## src/include/clockGen_defs.svh

```systemverilog
// Clock and reset unit constants: machine cycle, register map and control bits
`ifndef CLOCKGEN_DEFS_SVH
`define CLOCKGEN_DEFS_SVH

// Master clocks per machine cycle (4 MHz in, 1 MHz out)
`define MCYCLE_LEN 4

// Register map, one address bit
`define REG_CTRL  1'b0
`define REG_DELAY 1'b1

// Bit positions inside the control word
`define CTRL_OSC_ENA 0
`define CTRL_CLK_ENA 1
`define CTRL_STABLE  7   // Read-only, reflects oscStable

// Stable delay after reset, in machine cycles
`define DELAY_RESET 8'd8

`endif

```

## src/hdl/clockPkg.sv

```systemverilog
// Clock unit package with the register word type shared by registers and top level
package clockPkg;

	// Control register layout, MSB first
	typedef struct packed {
		logic       stable;   // Bit 7, read-only
		logic [4:0] rsvd;     // Reads as zero
		logic       clkEna;   // Bit 1
		logic       oscEna;   // Bit 0
	} ctrlView_s;

	// One register byte seen either as control bits or as a delay count.
	// Which view applies depends on the register address
	typedef union packed {
		ctrlView_s  ctrl;
		logic [7:0] delay;   // Machine cycles until the oscillator is stable
	} regWord_u;

endpackage

```

## src/hdl/phaseIf.sv

```systemverilog
// Machine-cycle phase bundle from the phase divider to its users
`timescale 1ns/1ps

interface phaseIf;

	logic mainTick;     // One clock per machine cycle, phase 0
	logic latchPhase;   // Phase 1
	logic addrValid;    // Phases 1 to 3
	logic dataPhase;    // Phases 2 and 3
	logic incPhase;     // Phase 3

	modport gen (
		output mainTick,
		output latchPhase,
		output addrValid,
		output dataPhase,
		output incPhase
	);

	modport user (
		input mainTick,
		input latchPhase,
		input addrValid,
		input dataPhase,
		input incPhase
	);

endinterface

```

## src/hdl/clockCtrlRegs.sv

```systemverilog
// Control register block for oscillator enable, clock enable and stable delay
`timescale 1ns/1ps
`include "clockGen_defs.svh"

module clockCtrlRegs (
	input  logic              clk,
	input  logic              arstN,
	input  logic              regWrite,
	input  logic              regAddr,
	input  clockPkg::regWord_u regWdata,
	input  logic              oscStable,
	output clockPkg::regWord_u regRdata,
	output logic              oscEna,
	output logic              clkEna,
	output logic [7:0]        stableDelay
);

	import clockPkg::*;

	logic ctrlWrite;
	logic delayWrite;

	assign ctrlWrite  = regWrite && (regAddr == `REG_CTRL);
	assign delayWrite = regWrite && (regAddr == `REG_DELAY);

	// Control word, decoded through the ctrl view
	always_ff @(posedge clk or negedge arstN) begin
		if (!arstN) begin
			oscEna <= 1'b0;
			clkEna <= 1'b0;
		end else if (ctrlWrite) begin
			oscEna <= regWdata.ctrl.oscEna;
			// No bus clocks without a running oscillator
			clkEna <= regWdata.ctrl.clkEna & regWdata.ctrl.oscEna;
		end
	end

	// Delay count, decoded through the delay view
	always_ff @(posedge clk or negedge arstN) begin
		if (!arstN) begin
			stableDelay <= `DELAY_RESET;
		end else if (delayWrite) begin
			stableDelay <= regWdata.delay;
		end
	end

	// Readback, no latency
	always_comb begin
		regRdata = '0;
		if (regAddr == `REG_CTRL) begin
			regRdata.ctrl.oscEna = oscEna;
			regRdata.ctrl.clkEna = clkEna;
			regRdata.ctrl.stable = oscStable;   // Live status from the sequencer
		end else begin
			regRdata.delay = stableDelay;
		end
	end

	// Clock enable only comes up together with or after the oscillator
	aClkEnaNeedsOsc : assert property (
		@(posedge clk) disable iff (!arstN)
		$rose(clkEna) |-> oscEna
	) else $error("clkEna rose while oscEna is low");

endmodule

```

## src/hdl/dmgClockReset.sv

```systemverilog
// Clock and reset unit top: registers, phase divider and reset sequencer on plain ports
`timescale 1ns/1ps

module dmgClockReset (
	input  logic       clk,
	input  logic       arstN,
	input  logic       regWrite,
	input  logic       regAddr,
	input  logic [7:0] regWdata,
	output logic [7:0] regRdata,
	output logic       mainTick,
	output logic       latchPhase,
	output logic       addrValid,
	output logic       dataPhase,
	output logic       incPhase,
	output logic       oscStable,
	output logic       syncReset
);

	import clockPkg::*;

	regWord_u   wdataWord;
	regWord_u   rdataWord;
	logic       oscEna;
	logic       clkEna;
	logic [7:0] stableDelay;

	phaseIf ph ();

	assign wdataWord = regWdata;   // Byte to union
	assign regRdata  = rdataWord;

	clockCtrlRegs u_clockCtrlRegs (
		.clk         (clk),
		.arstN       (arstN),
		.regWrite    (regWrite),
		.regAddr     (regAddr),
		.regWdata    (wdataWord),
		.oscStable   (oscStable),
		.regRdata    (rdataWord),
		.oscEna      (oscEna),
		.clkEna      (clkEna),
		.stableDelay (stableDelay)
	);

	phaseDivider u_phaseDivider (
		.clk    (clk),
		.arstN  (arstN),
		.oscEna (oscEna),
		.clkEna (clkEna),
		.ph     (ph.gen)
	);

	resetSequencer u_resetSequencer (
		.clk         (clk),
		.arstN       (arstN),
		.oscEna      (oscEna),
		.clkEna      (clkEna),
		.stableDelay (stableDelay),
		.ph          (ph.user),
		.oscStable   (oscStable),
		.syncReset   (syncReset)
	);

	// Phases out to the pins
	assign mainTick   = ph.mainTick;
	assign latchPhase = ph.latchPhase;
	assign addrValid  = ph.addrValid;
	assign dataPhase  = ph.dataPhase;
	assign incPhase   = ph.incPhase;

endmodule

```

## src/hdl/phaseDivider.sv

```systemverilog
// Phase divider splitting the master clock into four-clock machine cycles
`timescale 1ns/1ps
`include "clockGen_defs.svh"

module phaseDivider (
	input  logic clk,
	input  logic arstN,
	input  logic oscEna,
	input  logic clkEna,
	phaseIf.gen  ph
);

	localparam int PhaseW = $clog2(`MCYCLE_LEN);
	localparam logic [PhaseW-1:0] LastIdx = PhaseW'(`MCYCLE_LEN - 1);

	logic [PhaseW-1:0] phaseIdx;
	logic [PhaseW-1:0] nextIdx;
	logic              busEna;

	// Counter freezes while the oscillator is stopped
	always_comb begin
		nextIdx = phaseIdx;
		if (oscEna) begin
			nextIdx = (phaseIdx == LastIdx) ? '0 : phaseIdx + 1'b1;
		end
	end

	assign busEna = oscEna & clkEna;   // Bus phases need both enables

	always_ff @(posedge clk or negedge arstN) begin
		if (!arstN) begin
			phaseIdx <= '0;
		end else begin
			phaseIdx <= nextIdx;
		end
	end

	// Outputs decoded from the next index so they line up with phaseIdx
	always_ff @(posedge clk or negedge arstN) begin
		if (!arstN) begin
			ph.mainTick   <= 1'b0;
			ph.latchPhase <= 1'b0;
			ph.addrValid  <= 1'b0;
			ph.dataPhase  <= 1'b0;
			ph.incPhase   <= 1'b0;
		end else begin
			ph.mainTick   <= oscEna && (nextIdx == '0);
			ph.latchPhase <= busEna && (nextIdx == PhaseW'(1));
			ph.addrValid  <= busEna && (nextIdx != '0);
			ph.dataPhase  <= busEna && (nextIdx >= PhaseW'(2));
			ph.incPhase   <= busEna && (nextIdx == LastIdx);
		end
	end

	// No second tick inside one machine cycle
	aTickGap : assert property (
		@(posedge clk) disable iff (!arstN)
		ph.mainTick |=> !ph.mainTick [*(`MCYCLE_LEN - 1)]
	) else $error("mainTick repeated within a machine cycle");

	// A running oscillator always brings the next tick
	aTickPeriod : assert property (
		@(posedge clk) disable iff (!arstN)
		(ph.mainTick && oscEna) ##1 oscEna [*(`MCYCLE_LEN - 1)] |=> ph.mainTick
	) else $error("mainTick missing after a full machine cycle");

	aDataInAddr : assert property (
		@(posedge clk) disable iff (!arstN)
		ph.dataPhase |-> ph.addrValid
	) else $error("dataPhase outside addrValid");

endmodule

```

## src/hdl/resetSequencer.sv

```systemverilog
// Reset sequencer with oscillator-stable timer and CPU reset release on a cycle boundary
`timescale 1ns/1ps

module resetSequencer (
	input  logic       clk,
	input  logic       arstN,
	input  logic       oscEna,
	input  logic       clkEna,
	input  logic [7:0] stableDelay,
	phaseIf.user       ph,
	output logic       oscStable,
	output logic       syncReset
);

	logic       timerRun;   // Counting machine cycles toward stable
	logic [7:0] cycleCnt;   // Ticks still to go
	logic       startTick;
	logic       runTick;
	logic       shortDelay;

	// First tick with both enables starts the timer
	assign startTick  = ph.mainTick && oscEna && clkEna && !timerRun && !oscStable;
	assign runTick    = ph.mainTick && timerRun;
	assign shortDelay = (stableDelay <= 8'd1);   // Load tick alone is enough

	always_ff @(posedge clk or negedge arstN) begin
		if (!arstN) begin
			timerRun  <= 1'b0;
			cycleCnt  <= '0;
			oscStable <= 1'b0;
		end else if (!oscEna) begin
			// Oscillator stopped, start over
			timerRun  <= 1'b0;
			cycleCnt  <= '0;
			oscStable <= 1'b0;
		end else if (startTick) begin
			if (shortDelay) begin
				oscStable <= 1'b1;
			end else begin
				timerRun <= 1'b1;
				cycleCnt <= stableDelay - 8'd1;   // Load tick counts as the first
			end
		end else if (runTick) begin
			if (cycleCnt == 8'd1) begin
				timerRun  <= 1'b0;
				oscStable <= 1'b1;
			end
			cycleCnt <= cycleCnt - 8'd1;
		end
	end

	// CPU reset drops on the tick after the stable flag, one full cycle later
	always_ff @(posedge clk or negedge arstN) begin
		if (!arstN) begin
			syncReset <= 1'b1;
		end else if (!oscEna) begin
			syncReset <= 1'b1;
		end else if (oscStable && ph.mainTick) begin
			syncReset <= 1'b0;
		end
	end

	// Release only on a machine-cycle boundary
	aReleaseOnTick : assert property (
		@(posedge clk) disable iff (!arstN)
		$fell(syncReset) |-> $past(ph.mainTick)
	) else $error("syncReset released off a mainTick");

endmodule

```

## config.mk

```make
export PLATFORM = sky130hd
export DESIGN_NAME = dmgClockReset
export DESIGN_NICKNAME = d
export VERILOG_FILES = /design/src/hdl/clockPkg.sv /design/src/hdl/phaseIf.sv /design/src/hdl/clockCtrlRegs.sv /design/src/hdl/dmgClockReset.sv /design/src/hdl/phaseDivider.sv /design/src/hdl/resetSequencer.sv
export VERILOG_INCLUDE_DIRS = /design/src /design/src/include
export SDC_FILE = /design/constraint.sdc
export NUM_CORES = 1
export LEC_CHECK = 0
export ABC_AREA = 1
export CAP_MARGIN = 20
export CORE_UTILIZATION = 50
export CTS_CLUSTER_DIAMETER = 30
export CTS_CLUSTER_SIZE = 12
export DETAILED_ROUTE_END_ITERATION = 6
export DONT_BUFFER_PORTS = 1
export PLACE_DENSITY_LB_ADDON = 0.3
export SETUP_SLACK_MARGIN = 0.05
export SYNTH_ARGS = -nofsm -noshare
export SYNTH_HDL_FRONTEND = slang
export SYNTH_SLANG_ARGS = --single-unit
```

## constraint.sdc

```tcl
create_clock -name clk -period 2 [get_ports clk]
set_input_delay 0.1 -clock clk [delete_from_list [all_inputs] [get_ports clk]]
set_output_delay 0.1 -clock clk [all_outputs]
set_load 0.005 [all_outputs]
```

==> flow_metrics.env <==
export IMPL_crit_type="flip-flop to flip-flop"
export IMPL_rsz0062_at_grt="no"
export IMPL_total_power_uw=1970
export IMPL_dp_cells=264
export IMPL_final_common_cell="nand2_1"
export IMPL_worstSetupEndpointType="flip-flop"
export IMPL_drtAntennaViolNets=0
export IMPL_crit_required_ps=2240
export IMPL_skew_ps=3.68
export IMPL_synthesis_area_sq_mm=0.00166
export IMPL_cts_tree="yes"
export IMPL_netlist_area_leader_share=0.392
export IMPL_ys_seq_area_frac=0.424
export IMPL_final_cell_mix="nand2_1 (69), inv_1 (29), nor2_1 (26), dfrtp_1 (26), nand3_1 (14)"
export IMPL_gp_congestion=0.867
export IMPL_dp_hpwl_um=2430
export IMPL_first_global_vias=1314
export IMPL_cap_violations=0
export IMPL_switching_power_uw=775
export IMPL_area_growth_pct=11.8
export IMPL_startpoint_type="flip-flop"
export IMPL_io_pins=27
export IMPL_status="finished, final reports clean"
export IMPL_hold_violations=0
export IMPL_slew_violations=0
export IMPL_worstPathArrival_ps=1870
export IMPL_drt_initial_drc_count=47
export IMPL_drc=0
export IMPL_cts_setup_buffers=0
export IMPL_drive_above_1_share=0.102
export IMPL_holdWs_ps=27.2
export IMPL_cts_clk_slew_worst_paths_ps=150
export IMPL_portBuffers=0
export IMPL_grt_usage=0.216
export IMPL_synth_top_cell_by_area="dfrtp_1"
export IMPL_wl_um=3340
export IMPL_ys_ff_latch=28
export IMPL_viasPerCell=4.94
export IMPL_p_int_uw=1190
export IMPL_antenna_found_initial=0
export IMPL_cts_buffer_depth=2
export IMPL_yosysWarnings=0
export IMPL_coreArea_sq_mm=0.00310
export IMPL_nets=254
export IMPL_dr_total_vias=1384
export IMPL_p_sw_frac=0.394
export IMPL_fin_setup_tns_ps=0
export IMPL_die_h_um=59.6
export IMPL_start_util=0.534
export IMPL_setup_viol=0
export IMPL_relSlewSlack=0.715
export IMPL_numClockSinks=28
export IMPL_synth_cell_type_count=27
export IMPL_wl_per_cell_um=11.9
export IMPL_powerDensity_mw_per_mm2=1060
export IMPL_ctsHtreeMaxLevel=1
export IMPL_cp_max_fo=11
export IMPL_syn_inst=225
export IMPL_fin_crit_sh=0.815
export IMPL_peakVddDrop_uv=600
export IMPL_pwr_share_clk=0.189
export IMPL_first_pass_iters=4
export IMPL_die_width_um=59.6
export IMPL_power_frac_comb=0.374
export IMPL_fin_util=0.598
export IMPL_root_buffer="clkbuf_4"
export IMPL_layoutNonFillerInstCount=280
export IMPL_holdCritPathClass="primary input to flip-flop"
export IMPL_num_antenna_cells=0
export IMPL_dieArea_sq_mm=0.00355
export IMPL_syn_avg_cell_area_sq_um=7.37
export IMPL_cts_buffers=3
export IMPL_ctsResizeCount=0
export IMPL_grt_ovfl_total=0
export IMPL_synth_area_leaders="dfrtp_1 (39%), nand2_1 (16%), inv_1 (6.6%), nor2_1 (5.9%), nand3_1 (4.2%)"
export IMPL_grt_pass1_wl_um=5720
export IMPL_period_needed_ps=1630
export IMPL_tightest_slew_ps=426
export IMPL_fmax_mhz=613
export IMPL_grt_max_degree=29
export IMPL_cts_hold_buffers=12
export IMPL_syn_num_nets=242
export IMPL_power_leakage_uw=0.000970
export IMPL_clock_latency_ps=330
export IMPL_seq_power_share=0.437
export IMPL_row_count=20
## through the flow
stage          instance area (sq um)  setup WS (ps)
5_1_grt                         1850            167
4_1_cts                         1850            364
3_3_place_gp                    1670            428
2_1_floorplan                   1660            572
6_report                        1850            369
3_5_place_dp                    1670            388
## power groups by stage
stage                     Sequential (uW)  Combinational, uW  Clock, uW
after CTS                             856                731        387
final                                 858                736        372
after global placement                868                690          0
after global routing                  878                872        396
after detailed placement              867                690          0
after floorplan                       820                596          0
## layout make-up
type | count | area [sq um]
clock buffer | 3 | 22.5
clock inverter | 1 | 30.0
fill | 290 | 1250
inverter | 32 | 123
multi-input combinational | 160 | 791
sequential | 28 | 703
tap | 44 | 55.1
timing repair buffer | 12 | 130
## path summary, 6_finish.rpt
kind,from,endpoint,slack (ps),cells past startpoint
worst max-delay path,u_clockCtrlRegs.stableDelay[0],u_resetSequencer.cycleCnt[6],370,11
max in group asynchronous,arstN,u_clockCtrlRegs.stableDelay[3],1590,2
worst min register to register,u_resetSequencer.syncReset,u_resetSequencer.syncReset,510,2
min in group asynchronous,arstN,u_resetSequencer.cycleCnt[2],170,2
worst min-delay path,regWrite,u_clockCtrlRegs.oscEna,30,3
worst max register to register,u_clockCtrlRegs.stableDelay[0],u_resetSequencer.cycleCnt[6],370,11
## cell usage after synthesis
cell and n:
nand4_1 3, nor2_4 1, nand2_1 69, nor2_1 26, a21oi_1 5, nand3_1 14, nand2_4 1, buf_6 3
dfrtp_1 26, o21ai_1 3, inv_2 2, xnor2_1 1, o21ai_0 10, mux2_2 3, inv_1 29, o22ai_1 3
a21oi_2 1, nor2_2 4, ha_1 5, nor3_1 4, nand2_2 3, dfstp_2 2, inv_4 1, clkbuf_1 1
buf_1 1, nand3_2 1, xor2_1 3
## worst max-delay path: stages, from the launching register on
cell and delay [ps]:
dfrtp_1 440, inv_1 130, ha_1 240, inv_1 60, nand2_1 50, nand2_1 60, nor2_2 90, nand2_2 60
nand2_2 210, nor2_2 70, nand3_1 70, nand2_1 50
## cell families (layout without fill, tap and decap cells)
kind of cell | count (synthesis) | after routing | synth area share
AO/OA/AOI/OAI | 22 | 22 | 0.0709
adder cells (fa/ha/maj) | 5 | 5 | 0.0377
buffers and inverters | 37 | 48 | 0.0989
multiplexers | 3 | 3 | 0.0204
AND/OR/NAND/NOR | 126 | 126 | 0.327
XOR/XNOR | 4 | 4 | 0.0211
flip-flops | 28 | 28 | 0.424
## state kept, by name, summed over array words and instances, names as in the netlist
signal	cells
u_clockCtrlRegs.clkEna	1
u_clockCtrlRegs.oscEna	1
u_clockCtrlRegs.stableDelay	8
u_phaseDivider.ph.addrValid	1
u_phaseDivider.ph.dataPhase	1
u_phaseDivider.ph.incPhase	1
u_phaseDivider.ph.latchPhase	1
u_phaseDivider.ph.mainTick	1
u_phaseDivider.phaseIdx	2
u_resetSequencer.cycleCnt	8
u_resetSequencer.oscStable	1
u_resetSequencer.syncReset	1
u_resetSequencer.timerRun	1
## layer usage
| layer | part of all wire | track usage | vias up | wire [um] |
|---|---|---|---|---|
| met5 | 0 | 0 | - | 0 |
| met3 | 0.050 | 0.0415 | 7 | 168 |
| met2 | 0.45 | 0.339 | 43 | 1500 |
| met1 | 0.48 | 0.288 | 609 | 1610 |
| li1 | - | - | 725 | - |
| met4 | 0.018 | 0.106 | 0 | 61 |
Power figures use the tool's default switching activity.
